### src/source/ai_ch_pkg.sv
package ai_ch_pkg;

    typedef logic [7:0]  byte_t;
    typedef logic [11:0] addr_t;
    typedef logic [23:0] sample_t;
    typedef logic [15:0] proc_t;

    ////////////////////////////////////////////////////////////////////////////
    // host register map
    localparam addr_t ADDR_CH_EN         = 12'h000;
    localparam addr_t ADDR_CH_TYPE       = 12'h005;
    localparam addr_t ADDR_FILTER_TYPE   = 12'h007;
    localparam addr_t ADDR_FILTER_FACTOR = 12'h008;
    localparam addr_t ADDR_LOW_LIMIT     = 12'h00B;  // high byte at +1
    localparam addr_t ADDR_HIGH_LIMIT    = 12'h00D;  // high byte at +1
    localparam addr_t ADDR_K             = 12'h800;  // three bytes, lsb first
    localparam addr_t ADDR_B             = 12'h804;  // bit 23 is the sign
    localparam addr_t ADDR_RESULT        = 12'h880;
    localparam addr_t ADDR_STATUS        = 12'h882;

    // register codes
    localparam byte_t CH_EN_ON     = 8'h01;
    localparam byte_t DIAG_EN      = 8'h01;
    localparam byte_t CH_TYPE_I    = 8'h00;
    localparam byte_t CH_TYPE_V    = 8'h02;
    localparam byte_t FILT_NONE    = 8'h00;
    localparam byte_t FILT_AVERAGE = 8'h01;

    ////////////////////////////////////////////////////////////////////////////
    // converter command bytes and register words
    localparam byte_t       CMD_WR_MODE   = 8'h08;
    localparam byte_t       CMD_WR_CONFIG = 8'h10;
    localparam byte_t       CMD_RD_DATA   = 8'h58;
    localparam logic [15:0] MODE_WORD     = 16'h0003;
    localparam logic [15:0] CONFIG_I      = 16'h0090;
    localparam logic [15:0] CONFIG_V      = 16'h0091;

    localparam int CAL_FRAC = 23;  // binary point of k

endpackage

### src/source/adc_sequencer.sv
module adc_sequencer #(
    parameter int SPI_SPEED = 128,
    parameter int PACK_GAP  = 5000
) (
    input  logic               clk,
    input  logic               rst_n,
    input  ai_ch_pkg::byte_t   ch_en,
    input  ai_ch_pkg::byte_t   ch_type,
    input  logic               spi_miso,
    output logic               spi_clk,
    output logic               spi_mosi,
    output logic               spi_cs_n,
    output ai_ch_pkg::sample_t raw_sample,
    output logic               sample_valid
);

    localparam logic [2:0] S_RESET  = 3'd0;
    localparam logic [2:0] S_GAP    = 3'd1;
    localparam logic [2:0] S_MODE   = 3'd2;
    localparam logic [2:0] S_CONFIG = 3'd3;
    localparam logic [2:0] S_READY  = 3'd4;
    localparam logic [2:0] S_READ   = 3'd5;
    localparam int GW = $clog2(PACK_GAP + 1);

    logic [2:0]                   state;
    logic [2:0]                   ret_st;  // stage after the gap
    logic [GW-1:0]                gap_cnt;
    logic                         miso_s1;
    logic                         miso_s2;
    logic                         run;
    logic                         issue;
    logic [15:0]                  cfg_word;
    ai_ch_pkg::byte_t [3:0]       frm_bytes;
    logic [2:0]                   frm_ntx;
    logic [2:0]                   frm_nb;
    logic                         frame_start;
    ai_ch_pkg::byte_t [3:0]       tx_bytes;
    logic [2:0]                   n_tx;
    logic [2:0]                   n_bytes;
    logic                         busy;
    ai_ch_pkg::byte_t             rx_byte;
    logic                         rx_valid;

    assign run = (ch_en == ai_ch_pkg::CH_EN_ON) &&
                 (ch_type == ai_ch_pkg::CH_TYPE_I || ch_type == ai_ch_pkg::CH_TYPE_V);
    assign cfg_word = (ch_type == ai_ch_pkg::CH_TYPE_V) ? ai_ch_pkg::CONFIG_V
                                                          : ai_ch_pkg::CONFIG_I;

    assign issue = run && ((state == S_RESET && !busy) || state == S_MODE ||
                           state == S_CONFIG || (state == S_READY && !miso_s2));

    // frame contents, tx_bytes[0] goes out first
    always_comb begin
        case (state)
            S_MODE: begin
                frm_bytes = {8'hFF, ai_ch_pkg::MODE_WORD[7:0], ai_ch_pkg::MODE_WORD[15:8],
                             ai_ch_pkg::CMD_WR_MODE};
                frm_ntx   = 3'd3;
                frm_nb    = 3'd3;
            end
            S_CONFIG: begin
                frm_bytes = {8'hFF, cfg_word[7:0], cfg_word[15:8], ai_ch_pkg::CMD_WR_CONFIG};
                frm_ntx   = 3'd3;
                frm_nb    = 3'd3;
            end
            S_READY: begin
                frm_bytes = {8'hFF, 8'hFF, 8'hFF, ai_ch_pkg::CMD_RD_DATA};
                frm_ntx   = 3'd1;
                frm_nb    = 3'd4;  // three bytes back
            end
            default: begin
                frm_bytes = {4{8'hFF}};  // converter reset
                frm_ntx   = 3'd4;
                frm_nb    = 3'd4;
            end
        endcase
    end

    // miso low means conversion ready
    always_ff @(posedge clk or negedge rst_n) begin
        if (!rst_n) begin
            miso_s1 <= 1'b1;
            miso_s2 <= 1'b1;
        end else begin
            miso_s1 <= spi_miso;
            miso_s2 <= miso_s1;
        end
    end

    always_ff @(posedge clk) begin
        if (issue) begin
            tx_bytes <= frm_bytes;
            n_tx     <= frm_ntx;
            n_bytes  <= frm_nb;
        end
        if (state == S_READ && rx_valid)
            raw_sample <= {raw_sample[15:0], rx_byte};  // msb first
    end

    always_ff @(posedge clk or negedge rst_n) begin
        if (!rst_n) begin
            state        <= S_RESET;
            ret_st       <= S_MODE;
            gap_cnt      <= '0;
            frame_start  <= 1'b0;
            sample_valid <= 1'b0;
        end else begin
            frame_start  <= issue;
            sample_valid <= 1'b0;
            if (!run) begin
                state <= S_RESET;
            end else begin
                case (state)
                    S_RESET: if (!busy) begin
                        ret_st <= S_MODE;
                        state  <= S_GAP;
                    end
                    S_GAP: begin
                        if (busy || frame_start)
                            gap_cnt <= '0;
                        else if (gap_cnt == GW'(PACK_GAP - 1))
                            state <= ret_st;
                        else
                            gap_cnt <= gap_cnt + 1'b1;
                    end
                    S_MODE: begin
                        ret_st <= S_CONFIG;
                        state  <= S_GAP;
                    end
                    S_CONFIG: begin
                        ret_st <= S_READY;
                        state  <= S_GAP;
                    end
                    S_READY: if (!miso_s2)
                        state <= S_READ;
                    S_READ: if (!busy && !frame_start) begin
                        sample_valid <= 1'b1;
                        gap_cnt      <= '0;
                        ret_st       <= S_READY;
                        state        <= S_GAP;
                    end
                    default: state <= S_RESET;
                endcase
            end
        end
    end

    spi_byte_engine #(
        .SPI_SPEED (SPI_SPEED)
    ) spi_byte_engine_i (
        .clk, .rst_n, .frame_start, .tx_bytes, .n_tx, .n_bytes, .spi_miso,
        .busy, .rx_byte, .rx_valid, .spi_clk, .spi_mosi, .spi_cs_n
    );

endmodule

### src/source/ai_ch_top.sv
module ai_ch_top #(
    parameter int SPI_SPEED = 128,
    parameter int PACK_GAP  = 5000
) (
    input  logic              clk,
    input  logic              rst_n,
    input  logic              par_wr_en,
    input  ai_ch_pkg::addr_t  par_addr,
    input  ai_ch_pkg::byte_t  par_data,
    input  logic              rd_en,
    input  ai_ch_pkg::addr_t  rd_addr,
    output ai_ch_pkg::byte_t  rd_data,
    output logic              spi_clk,
    output logic              spi_mosi,
    input  logic              spi_miso,
    output logic              spi_cs_n
);

    ai_ch_pkg::byte_t   ch_en;
    ai_ch_pkg::byte_t   ch_type;
    ai_ch_pkg::byte_t   filter_type;
    ai_ch_pkg::byte_t   filter_factor;
    ai_ch_pkg::sample_t k;
    ai_ch_pkg::sample_t b;
    ai_ch_pkg::proc_t   high_limit;
    ai_ch_pkg::proc_t   low_limit;
    ai_ch_pkg::sample_t raw_sample;
    logic               sample_valid;
    ai_ch_pkg::proc_t   proc_data;
    logic               high_flag;
    logic               low_flag;

    ch_config_regs ch_config_regs_i (
        .clk, .rst_n, .par_wr_en, .par_addr, .par_data,
        .ch_en, .ch_type, .filter_type, .filter_factor,
        .k, .b, .high_limit, .low_limit
    );

    adc_sequencer #(
        .SPI_SPEED (SPI_SPEED),
        .PACK_GAP  (PACK_GAP)
    ) adc_sequencer_i (
        .clk, .rst_n, .ch_en, .ch_type, .spi_miso,
        .spi_clk, .spi_mosi, .spi_cs_n, .raw_sample, .sample_valid
    );

    sample_conditioner sample_conditioner_i (
        .clk, .rst_n, .raw_sample, .sample_valid, .k, .b,
        .filter_type, .filter_factor, .high_limit, .low_limit,
        .proc_data, .high_flag, .low_flag
    );

    ch_readback ch_readback_i (
        .clk, .rst_n, .rd_en, .rd_addr,
        .ch_en, .ch_type, .filter_type, .filter_factor,
        .k, .b, .high_limit, .low_limit,
        .proc_data, .high_flag, .low_flag, .rd_data
    );

endmodule

### src/source/ch_config_regs.sv
module ch_config_regs (
    input  logic               clk,
    input  logic               rst_n,
    input  logic               par_wr_en,
    input  ai_ch_pkg::addr_t   par_addr,
    input  ai_ch_pkg::byte_t   par_data,
    output ai_ch_pkg::byte_t   ch_en,
    output ai_ch_pkg::byte_t   ch_type,
    output ai_ch_pkg::byte_t   filter_type,
    output ai_ch_pkg::byte_t   filter_factor,
    output ai_ch_pkg::sample_t k,
    output ai_ch_pkg::sample_t b,
    output ai_ch_pkg::proc_t   high_limit,
    output ai_ch_pkg::proc_t   low_limit
);

    always_ff @(posedge clk or negedge rst_n) begin
        if (!rst_n) begin
            ch_en         <= '0;
            ch_type       <= '0;
            filter_type   <= '0;
            filter_factor <= '0;
            k             <= '0;
            b             <= '0;
            high_limit    <= '0;
            low_limit     <= '0;
        end else if (par_wr_en) begin
            case (par_addr)
                ai_ch_pkg::ADDR_CH_EN:                 ch_en            <= par_data;
                ai_ch_pkg::ADDR_CH_TYPE:               ch_type          <= par_data;
                ai_ch_pkg::ADDR_FILTER_TYPE:           filter_type      <= par_data;
                ai_ch_pkg::ADDR_FILTER_FACTOR:         filter_factor    <= par_data;
                ai_ch_pkg::ADDR_LOW_LIMIT:             low_limit[7:0]   <= par_data;
                ai_ch_pkg::ADDR_LOW_LIMIT + 12'd1:     low_limit[15:8]  <= par_data;
                ai_ch_pkg::ADDR_HIGH_LIMIT:            high_limit[7:0]  <= par_data;
                ai_ch_pkg::ADDR_HIGH_LIMIT + 12'd1:    high_limit[15:8] <= par_data;
                ai_ch_pkg::ADDR_K:                     k[7:0]           <= par_data;
                ai_ch_pkg::ADDR_K + 12'd1:             k[15:8]          <= par_data;
                ai_ch_pkg::ADDR_K + 12'd2:             k[23:16]         <= par_data;
                ai_ch_pkg::ADDR_B:                     b[7:0]           <= par_data;
                ai_ch_pkg::ADDR_B + 12'd1:             b[15:8]          <= par_data;
                ai_ch_pkg::ADDR_B + 12'd2:             b[23:16]         <= par_data;
                default: ;  // unmapped writes dropped
            endcase
        end
    end

endmodule

### src/source/ch_readback.sv
module ch_readback (
    input  logic               clk,
    input  logic               rst_n,
    input  logic               rd_en,
    input  ai_ch_pkg::addr_t   rd_addr,
    input  ai_ch_pkg::byte_t   ch_en,
    input  ai_ch_pkg::byte_t   ch_type,
    input  ai_ch_pkg::byte_t   filter_type,
    input  ai_ch_pkg::byte_t   filter_factor,
    input  ai_ch_pkg::sample_t k,
    input  ai_ch_pkg::sample_t b,
    input  ai_ch_pkg::proc_t   high_limit,
    input  ai_ch_pkg::proc_t   low_limit,
    input  ai_ch_pkg::proc_t   proc_data,
    input  logic               high_flag,
    input  logic               low_flag,
    output ai_ch_pkg::byte_t   rd_data
);

    always_ff @(posedge clk or negedge rst_n) begin
        if (!rst_n) begin
            rd_data <= '0;
        end else if (rd_en) begin
            case (rd_addr)
                ai_ch_pkg::ADDR_CH_EN:              rd_data <= ch_en;
                ai_ch_pkg::ADDR_CH_TYPE:            rd_data <= ch_type;
                ai_ch_pkg::ADDR_FILTER_TYPE:        rd_data <= filter_type;
                ai_ch_pkg::ADDR_FILTER_FACTOR:      rd_data <= filter_factor;
                ai_ch_pkg::ADDR_LOW_LIMIT:          rd_data <= low_limit[7:0];
                ai_ch_pkg::ADDR_LOW_LIMIT + 12'd1:  rd_data <= low_limit[15:8];
                ai_ch_pkg::ADDR_HIGH_LIMIT:         rd_data <= high_limit[7:0];
                ai_ch_pkg::ADDR_HIGH_LIMIT + 12'd1: rd_data <= high_limit[15:8];
                ai_ch_pkg::ADDR_K:                  rd_data <= k[7:0];
                ai_ch_pkg::ADDR_K + 12'd1:          rd_data <= k[15:8];
                ai_ch_pkg::ADDR_K + 12'd2:          rd_data <= k[23:16];
                ai_ch_pkg::ADDR_B:                  rd_data <= b[7:0];
                ai_ch_pkg::ADDR_B + 12'd1:          rd_data <= b[15:8];
                ai_ch_pkg::ADDR_B + 12'd2:          rd_data <= b[23:16];
                ai_ch_pkg::ADDR_RESULT:             rd_data <= proc_data[7:0];
                ai_ch_pkg::ADDR_RESULT + 12'd1:     rd_data <= proc_data[15:8];
                // limit flags in bits 3 and 2
                ai_ch_pkg::ADDR_STATUS:             rd_data <= {4'd0, low_flag, high_flag, 2'd0};
                default:                            rd_data <= 8'h00;
            endcase
        end
    end

endmodule

### src/source/sample_conditioner.sv
module sample_conditioner (
    input  logic               clk,
    input  logic               rst_n,
    input  ai_ch_pkg::sample_t raw_sample,
    input  logic               sample_valid,
    input  ai_ch_pkg::sample_t k,
    input  ai_ch_pkg::sample_t b,
    input  ai_ch_pkg::byte_t   filter_type,
    input  ai_ch_pkg::byte_t   filter_factor,
    input  ai_ch_pkg::proc_t   high_limit,
    input  ai_ch_pkg::proc_t   low_limit,
    output ai_ch_pkg::proc_t   proc_data,
    output logic               high_flag,
    output logic               low_flag
);

    localparam logic [47:0] CAL_MAX = 48'hFF_FFFF << ai_ch_pkg::CAL_FRAC;

    logic [47:0]        prod;
    logic [47:0]        offs;
    logic [48:0]        acc;
    logic [47:0]        cal;
    ai_ch_pkg::sample_t cal_code;
    ai_ch_pkg::proc_t   hist [8];
    ai_ch_pkg::proc_t   filt;
    logic [16:0]        sum2;
    logic [17:0]        sum4;
    logic [18:0]        sum8;
    logic               upd;

    // code * k +/- |b| << 15, clamped to the 24 bit range
    assign prod = raw_sample * k;
    assign offs = {10'd0, b[22:0], 15'd0};
    assign acc  = b[23] ? ({1'b0, prod} - {1'b0, offs}) : ({1'b0, prod} + {1'b0, offs});

    always_comb begin
        if (b[23] && prod < offs)
            cal = '0;
        else if (acc > {1'b0, CAL_MAX})
            cal = CAL_MAX;
        else
            cal = acc[47:0];
    end

    assign cal_code = cal[ai_ch_pkg::CAL_FRAC +: 24];

    assign sum2 = 17'(hist[0]) + 17'(hist[1]);
    assign sum4 = 18'(sum2) + 18'(hist[2]) + 18'(hist[3]);
    assign sum8 = 19'(sum4) + 19'(hist[4]) + 19'(hist[5]) + 19'(hist[6]) + 19'(hist[7]);

    always_comb begin
        filt = '0;
        if (filter_type == ai_ch_pkg::FILT_NONE) begin
            filt = hist[0];
        end else if (filter_type == ai_ch_pkg::FILT_AVERAGE) begin
            case (filter_factor)
                8'd0:    filt = sum8[18:3];
                8'd1:    filt = sum4[17:2];
                8'd2:    filt = sum2[16:1];
                default: filt = '0;
            endcase
        end
    end

    always_ff @(posedge clk or negedge rst_n) begin
        if (!rst_n) begin
            for (int i = 0; i < 8; i++)
                hist[i] <= '0;
            upd       <= 1'b0;
            proc_data <= '0;
        end else begin
            upd <= sample_valid;
            if (sample_valid) begin
                hist[0] <= cal_code[23:8];
                for (int i = 1; i < 8; i++)
                    hist[i] <= hist[i-1];
            end
            if (upd)
                proc_data <= filt;  // two cycles after the sample
        end
    end

    assign high_flag = proc_data > high_limit;
    assign low_flag  = proc_data < low_limit;

endmodule

### src/source/spi_byte_engine.sv
module spi_byte_engine #(
    parameter int SPI_SPEED = 128
) (
    input  logic                   clk,
    input  logic                   rst_n,
    input  logic                   frame_start,
    input  ai_ch_pkg::byte_t [3:0] tx_bytes,
    input  logic [2:0]             n_tx,
    input  logic [2:0]             n_bytes,
    input  logic                   spi_miso,
    output logic                   busy,
    output ai_ch_pkg::byte_t       rx_byte,
    output logic                   rx_valid,
    output logic                   spi_clk,
    output logic                   spi_mosi,
    output logic                   spi_cs_n
);

    localparam int BIT_CYC  = SPI_SPEED / 8;
    localparam int HALF_CYC = SPI_SPEED / 16;
    localparam int CW       = $clog2(BIT_CYC);

    logic [CW-1:0]          cyc_cnt;
    logic [2:0]             bit_cnt;
    logic [2:0]             byte_cnt;
    logic [2:0]             next_idx;
    logic [2:0]             n_tx_r;
    logic [2:0]             n_bytes_r;
    logic                   byte_end;
    ai_ch_pkg::byte_t [3:0] tx_r;
    ai_ch_pkg::byte_t       tx_sr;
    ai_ch_pkg::byte_t       rx_sr;
    ai_ch_pkg::byte_t       next_byte;

    assign next_idx  = byte_cnt + 3'd1;
    assign next_byte = (next_idx < n_tx_r) ? tx_r[next_idx[1:0]] : 8'hFF;
    assign byte_end  = busy && cyc_cnt == CW'(BIT_CYC - 1) && bit_cnt == 3'd7;
    assign spi_mosi  = tx_sr[7];

    always_ff @(posedge clk) begin
        if (frame_start && !busy) begin
            tx_r      <= tx_bytes;
            n_tx_r    <= n_tx;
            n_bytes_r <= n_bytes;
        end
        if (busy && cyc_cnt == CW'(HALF_CYC - 1))
            rx_sr <= {rx_sr[6:0], spi_miso};  // on the rising edge
        if (byte_end)
            rx_byte <= rx_sr;
    end

    ////////////////////////////////////////////////////////////////////////////
    // mode 3 timing, mosi moves with the falling edge
    always_ff @(posedge clk or negedge rst_n) begin
        if (!rst_n) begin
            busy     <= 1'b0;
            spi_cs_n <= 1'b1;
            spi_clk  <= 1'b1;
            tx_sr    <= 8'hFF;
            cyc_cnt  <= '0;
            bit_cnt  <= '0;
            byte_cnt <= '0;
            rx_valid <= 1'b0;
        end else begin
            rx_valid <= 1'b0;
            if (!busy) begin
                if (frame_start) begin
                    busy     <= 1'b1;
                    spi_cs_n <= 1'b0;
                    spi_clk  <= 1'b0;
                    tx_sr    <= (n_tx != 3'd0) ? tx_bytes[0] : 8'hFF;
                    cyc_cnt  <= '0;
                    bit_cnt  <= '0;
                    byte_cnt <= '0;
                end
            end else if (cyc_cnt == CW'(HALF_CYC - 1)) begin
                cyc_cnt <= cyc_cnt + 1'b1;
                spi_clk <= 1'b1;
            end else if (cyc_cnt == CW'(BIT_CYC - 1)) begin
                cyc_cnt <= '0;
                bit_cnt <= bit_cnt + 3'd1;
                if (!byte_end) begin
                    spi_clk <= 1'b0;
                    tx_sr   <= {tx_sr[6:0], 1'b1};
                end else begin
                    byte_cnt <= next_idx;
                    rx_valid <= (byte_cnt >= n_tx_r);  // only the trailing bytes
                    if (next_idx == n_bytes_r) begin
                        busy     <= 1'b0;
                        spi_cs_n <= 1'b1;
                        tx_sr    <= 8'hFF;
                    end else begin
                        spi_clk <= 1'b0;
                        tx_sr   <= next_byte;
                    end
                end
            end else begin
                cyc_cnt <= cyc_cnt + 1'b1;
            end
        end
    end

endmodule
### config.mk
export PLATFORM = sky130hd
export DESIGN_NAME = ai_ch_top
export DESIGN_NICKNAME = d
export VERILOG_FILES = /design/src/source/ai_ch_pkg.sv /design/src/source/adc_sequencer.sv /design/src/source/ai_ch_top.sv /design/src/source/ch_config_regs.sv /design/src/source/ch_readback.sv /design/src/source/sample_conditioner.sv /design/src/source/spi_byte_engine.sv
export SDC_FILE = /design/constraint.sdc
export NUM_CORES = 2
export LEC_CHECK = 0
export BUFFER_PORTS_ARGS = -buffer_cell sky130_fd_sc_hd__clkbuf_2
export CAP_MARGIN = 0
export CORE_MARGIN = 5
export CORE_UTILIZATION = 50
export DETAILED_ROUTE_END_ITERATION = 8
export PLACE_DENSITY = 0.68
export SLEW_MARGIN = 20
export SYNTH_ARGS = -nofsm -noshare
export SYNTH_HDL_FRONTEND = slang
export SYNTH_HIERARCHICAL = 1
export SYNTH_SLANG_ARGS = --single-unit
### constraint.sdc
create_clock -name clk -period 8.9 [get_ports clk]
set_input_delay 2.67 -clock clk [delete_from_list [all_inputs] [get_ports clk]]
set_output_delay 2.67 -clock clk [all_outputs]
set_load 0.005 [all_outputs]
; ---- Word level (Yosys, flattened, before mapping)
; Index checks and enable logic that the tools add are counted.
[op_classes]
reduce_logical = 51
n_lt_le_gt_ge = 7
add_sub_neg = 13
multipliers = 1
n_eq_ne = 58
n_mux = 71
[ops]
columns = op, count
row1 = $eq 12x12->1 const B, 15
row2 = $pmux 8 s17, 1
row3 = $eq 12x4->1 const B, 10
row4 = $mux 47, 2
row5 = $mux 8, 9
row6 = $pmux 24 s3, 1
row7 = $add 19x16->19, 3
row8 = $mux 3, 17
row9 = $add 48x38->49, 1
row10 = $gt 49x47->1 const B, 1
row11 = $mux 49, 1
row12 = $sub 48x38->49, 1
row13 = $eq 12x3->1 const B, 4
row14 = $lt 48x38->1, 1
row15 = $mul 24x24->48, 1
row16 = $pmux 16 s3, 1
row17 = $mux 13, 3
row18 = $mux 16, 2
row19 = $reduce_and 2->1, 14
row20 = $pmux 13 s2, 1
row21 = $mux 1, 25
row22 = $eq 8x1->1 const B, 3
row23 = $logic_not 12->1, 2
row24 = $logic_not 8->1, 3
row25 = 42 further kinds, 79
[word_totals]
out_inout_bits = 11
word_cells = 256
ff_bits = 426

; ---- Logic depth before layout (Yosys ltp)
[logic_depth]
word_depth = 10
mapped_depth = 41

; ---- By module
; Netlist, hierarchy kept.
[modules_own_cells]
columns = module, area_per_inst_um2, cells_per_inst, instances
row1 = sample_conditioner, 31016.0, 3423, 1
row2 = ch_config_regs, 4561.9, 269, 1
row3 = spi_byte_engine, 3171.8, 212, 1
row4 = adc_sequencer, 2328.5, 186, 1
row5 = ch_readback, 1828.0, 249, 1

; ---- Least setup slack after synthesis
; No wires, ideal clock.
[synth_timing]
kind = reg2reg
start = register ch_config_regs_i.k[3]
end = register sample_conditioner_i/hist[113] (netlist name)
setup_ns = 0.124
n_path_buf = 2
path_stages_with_launch = 41
arrival_ns = 8.891
path_slack_ns = -0.115
cell_sequence = dfrtp_1 > clkbuf_1 > nand2_1 > fa_1 > inv_1 > fa_1 > inv_1 > fa_1 > inv_1 > fa_1 > inv_1 > fa_1 > inv_1 > fa_1 > inv_1 > fa_1 > inv_1 > ha_1 > [... 5 more ...] > o21ai_0 > nand2b_1 > a21oi_1 > xnor2_1 > ha_1 > nand3_1 > nor2_1 > a221o_1 > nor4_1 > o211ai_1 > a31o_2 > a211oi_1 > nand4_1 > o31a_2 > nor4_1 > nor4_4 > buf_6 > a211o_1
[synth_between]
elab_chain_len = 6
[synth_rtl]
columns = element, line
row1 = start: declaration, ch_config_regs.sv:11  ; output ai_ch_pkg::sample_t k,
row2 = start signal: assignment, ch_config_regs.sv:37  ; ai_ch_pkg::ADDR_K: k[7:0] <= par_data;
row3 = $mul 24x24->48 *, sample_conditioner.sv:32  ; assign prod = raw_sample * k;
row4 = $add 48x38->49 / $sub 48x38->49 (equally long branches), sample_conditioner.sv:34  ; assign acc = b[23] ? ({1'b0, prod} - {1'b0, offs}) : ({1'b0, prod} + {1'b0, offs});
row5 = $mux 49, sample_conditioner.sv:34
row6 = $gt 49x47->1, sample_conditioner.sv:39  ; else if (acc > {1'b0, CAL_MAX})
row7 = $mux 47, sample_conditioner.sv:39
row8 = $mux 47 *, sample_conditioner.sv:37  ; if (b[23] && prod < offs)
row9 = end signal: indexed assignment, sample_conditioner.sv:76  ; hist[i] <= hist[i-1];
row10 = end: declaration, sample_conditioner.sv:24  ; ai_ch_pkg::proc_t hist [8];
; Every way passes the cells marked *; elsewhere a longest branch is shown, timed or not.
; A chain may end at the register's enable or synchronous reset.

; ---- Final worst setup path
[layout_timing]
start = register adc_sequencer_i.raw_sample[8]
end = register sample_conditioner_i/hist[119] (netlist name)
[layout_between]
elab_chain_len = 6
[layout_rtl]
columns = element, line
row1 = start: declaration, adc_sequencer.sv:13  ; output ai_ch_pkg::sample_t raw_sample,
row2 = start signal: assignment, adc_sequencer.sv:97  ; raw_sample <= {raw_sample[15:0], rx_byte};
row3 = $mul 24x24->48 *, sample_conditioner.sv:32
row4 = $add 48x38->49 / $sub 48x38->49 (equally long branches), sample_conditioner.sv:34
row5 = $mux 49, sample_conditioner.sv:34
row6 = $gt 49x47->1, sample_conditioner.sv:39
row7 = $mux 47, sample_conditioner.sv:39
row8 = $mux 47 *, sample_conditioner.sv:37
; Marked as above.

==> run summary <==
Syn Std Cell Area - 42900 sq um
Mux cell area share after synthesis - 0.0677
Min-delay src - adc_sequencer_i/miso_s1
Arrival @ worst endpoint - 9.90 ns
Core ar. - 85100 sq um
Routed length on met1 - 48.9 mm
CP Max Fanout - 8
Top cell type's share of synthesized area - 0.256
GPL Wtd Cong - 0.950
DR vias - 32.0k
Reg2reg setup slack - -0.50 ns
Top post-synthesis cells by area - fa_1, dfrtp_1, ha_1
Met2 WL - 55.8 mm
Post-Synth Simple-Gate Area - 0.144
All-Layer GR Usage - 0.254
Placed Cells - 5704
Most frequent CP cell - fa_2
Starting Density - 0.504
Origin of the critical flop-to-flop path - adc_sequencer_i/raw_sample[8]
DRT iter0 DRCs - 2041
Post-Route Setup TNS - -6.97 ns
Area growth syn-to-layout - 15.3%
Distinct cell type count after synthesis - 121
CP required - 9.40 ns
Top_reg_cell synth - dfrtp_1
CTS Buf Count - 48
CP peak stage delay - 0.59 ns
Pwr dens - 87.1 nW/um^2
First-pass GRT wire length - 185 mm
Synth Register Bits - 398
Final instance area - 49500 sq um
Max VDD drop - 0.166 mV
Hold_buf cts - 0
WL per Instance - 19.7 microns
Critical path endpoint category - flop
HPWL Detailed - 89.0 mm
Filler-free cell count of the finished design - 5841
Ys Warns - 6
Status - finished, violations left
Largest family of logic cells by synthesized area - adder cells
Highest Signal Layer - met4
Bufs on Longest Clock Path - 3
RR Endpoint - sample_conditioner_i/hist[119]
Startpoint types - flop
Vias/cell - 5.48
RSZ-0062 raised after global routing - yes
Initial antenna violation count - 2
Post-DP Area - 46700 sq um
Synth Area in XOR/XNOR - 0.0185
Post-synthesis cell type with the largest combined area - fa_1
Clock transition at path regs - 0.07 ns
Full die area - 91800 sq um
Leak Pwr - 24.4 nW
Sequential cell area - 10400 sq um
Global route overflow - 0
Max-cap violations - 0
Nets - 5555
Final setup viols - 16
Hold WC Path Type - flop to flop
Fillers - 7321
Final Total Pwr - 4.31 mW
IO Port Bufs - 47
CP top delay family - adder cells
Top Ports - 48
Slew HR - 0.302
Hold path depth - 0
Crit path buffers/inverters - 11
Die Width - 303 microns
Area occupied by multi-input gates - 29400 sq um
Final slew viol count - 0
Synth Area per Inst - 9.89 sq um
Worst Max-Slew Pin Slew - 1.04 ns
Die Y-Extent - 303 microns
Clk_lat worst skew - 0.62 ns
Final WS setup - -0.497 ns
Compound-cell area share of the yosys netlist - 0.0926
Failing checks - negative setup slack
Cells after Synth - 4339
Fraction of layout cells with a size suffix above 1 - 0.197
Remaining DRCs - 0
Worst Hold End - adc_sequencer_i/miso_s2
Adder-Cell Fraction of Synth Area - 0.347
ANT nets after route - 0
Ratio of final minimum period to clock period - 1.06
Root Buffer - clkbuf_16
CTS tree - yes
Largest net degree at the start of global routing - 149
Clk sinks - 398
Fmax - 0.106 GHz
Row cnt - 107
Post-synth EDFFs - 88
Depth of the CTS H-tree - 2
DR pass1 iterations - 5
DP Worst Slack - -0.890 ns
Metal3 WL - 6.83 mm
WL final - 115 mm
Hold Vio Cnt, Final - 0
Worst path slowest cell - fa_2
Async set-reset flop share out of synthesis - 0.779
Clock Skew - 0.0300 ns
Vias in the first global route - 33.9k
Crit Path Category - flop to flop
Minimum clock period after layout - 9.40 ns
Post-synthesis sequential area ratio - 0.243
Worst r2r path cells - 38
-- cells by family after synthesis --
family	Yosys count
compound gates	591
xor+xnor	87
fa+ha+maj	862
buf+inv	958
flops	398
mux	240
other cells	1
simple gates	1202
-- worst max path at each step --
stage	cells after the start	slack [ns]	end	startpoint
after global placement	34	-0.81	sample_conditioner_i/hist[120]	ch_config_regs_i/k[2]
after CTS	40	-0.27	sample_conditioner_i/hist[125]	ch_config_regs_i/k[12]
final	38	-0.50	sample_conditioner_i/hist[119]	adc_sequencer_i/raw_sample[8]
after global routing	38	-0.86	sample_conditioner_i/hist[119]	adc_sequencer_i/raw_sample[8]
after floorplan	39	0.05	sample_conditioner_i/hist[127]	ch_config_regs_i/k[0]
after detailed placement	34	-0.89	sample_conditioner_i/hist[122]	ch_config_regs_i/k[2]
-- cells in the final DEF (no fill, tap or decap), types with 44 or more instances in the layout --
cell type / instances
dfrtp_1: 288
o21ai_0: 105
nor2_1: 115
ha_1: 298
and2_1: 284
a21oi_1: 137
nor3_1: 48
inv_1: 764
edfxtp_1: 88
mux2_2: 163
clkbuf_16: 51
nand3_1: 47
fa_1: 538
xnor2_1: 44
clkbuf_2: 46
buf_4: 361
nand2_1: 466
-- state kept, by name, summed over array words and instances (netlist names), 4 cells and up --
| signal | flops |
|---|---|
| sample_conditioner_i/hist | 128 |
| adc_sequencer_i/spi_byte_engine_i/tx_r | 32 |
| adc_sequencer_i/raw_sample | 24 |
| ch_config_regs_i/b | 24 |
| ch_config_regs_i/k | 24 |
| ch_config_regs_i/high_limit | 16 |
| ch_config_regs_i/low_limit | 16 |
| sample_conditioner_i/proc_data | 16 |
| adc_sequencer_i/gap_cnt | 13 |
| adc_sequencer_i/spi_byte_engine_i/rx_byte | 8 |
| adc_sequencer_i/spi_byte_engine_i/rx_sr | 8 |
| adc_sequencer_i/spi_byte_engine_i/tx_sr | 8 |
| ch_config_regs_i/ch_en | 8 |
| ch_config_regs_i/ch_type | 8 |
| ch_config_regs_i/filter_factor | 8 |
| ch_config_regs_i/filter_type | 8 |
| ch_readback_i/rd_data | 8 |
| adc_sequencer_i/tx_bytes | 5 |
| adc_sequencer_i/spi_byte_engine_i/cyc_cnt | 4 |
-- Yosys cell counts, types with 9 or more instances --
cell        n
edfxtp_1   88
o21bai_1   19
o211ai_1   14
xnor2_1    49
o21ai_1    22
a21o_1     41
inv_1     770
dfrtp_1   297
nor3b_1    14
ha_1      314
xor2_1     36
or3_1      11
o21a_1     14
nor2_1    119
nor3_1     53
mux2_4     40
o21ai_0   112
fa_1      548
and3_1     12
mux2_2    163
nand2_1   469
mux2i_1    29
a221oi_1    9
nand2b_1   33
a31oi_1    16
nor4_1     24
clkbuf_1  145
buf_2      20
a211oi_1   15
nor2b_1    28
nand3_1    50
o31ai_1    15
nand4_1    36
a21oi_1   151
a22oi_1    29
dfstp_2    13
and2_1    286
o22ai_1    19
a211o_1    15
-- power breakdown --
group | switching, mW | total [mW] | internal, mW
Clock | 0.857 | 2.05 | 1.20
Sequential | 0.0120 | 1.88 | 1.87
Combinational | 0.214 | 0.371 | 0.156
-- repair_timing --
action / 4_1_cts / 5_1_grt
setup endpoints to repair: 16 / 16
setup buffers: 24 / 21
pin swaps: 32 / 69
cloned: 0 / 3
resized for setup: 51 / 82
-- per-layer routing --
metal | GRT usage | vias up
li1 | - | 14700
met1 | 0.341 | 16200
met2 | 0.430 | 896
met3 | 0.0392 | 214
met4 | 0.0782 | 0
met5 | 0 | -
-- through the flow --
step / hold WS (ns) / utilization
floorplan: 0.345 / -
global placement: 0.392 / 0.549
detailed placement: 0.390 / 0.549
CTS: 0.402 / 0.573
global route: 0.404 / 0.581
finish: 0.404 / 0.581
-- layout make-up --
class                           count  area share
Clock buffer                       58      0.0263
Antenna cell                        3    0.000152
Clock inverter                     30     0.00703
Sequential cell                   398       0.211
Timing Repair Buffer              445      0.0730
Tap cell                         1144      0.0289
Inverter                          773      0.0587
Multi-Input combinational cell   2990       0.595
No activity file was read; power rests on OpenSTA's default activity.
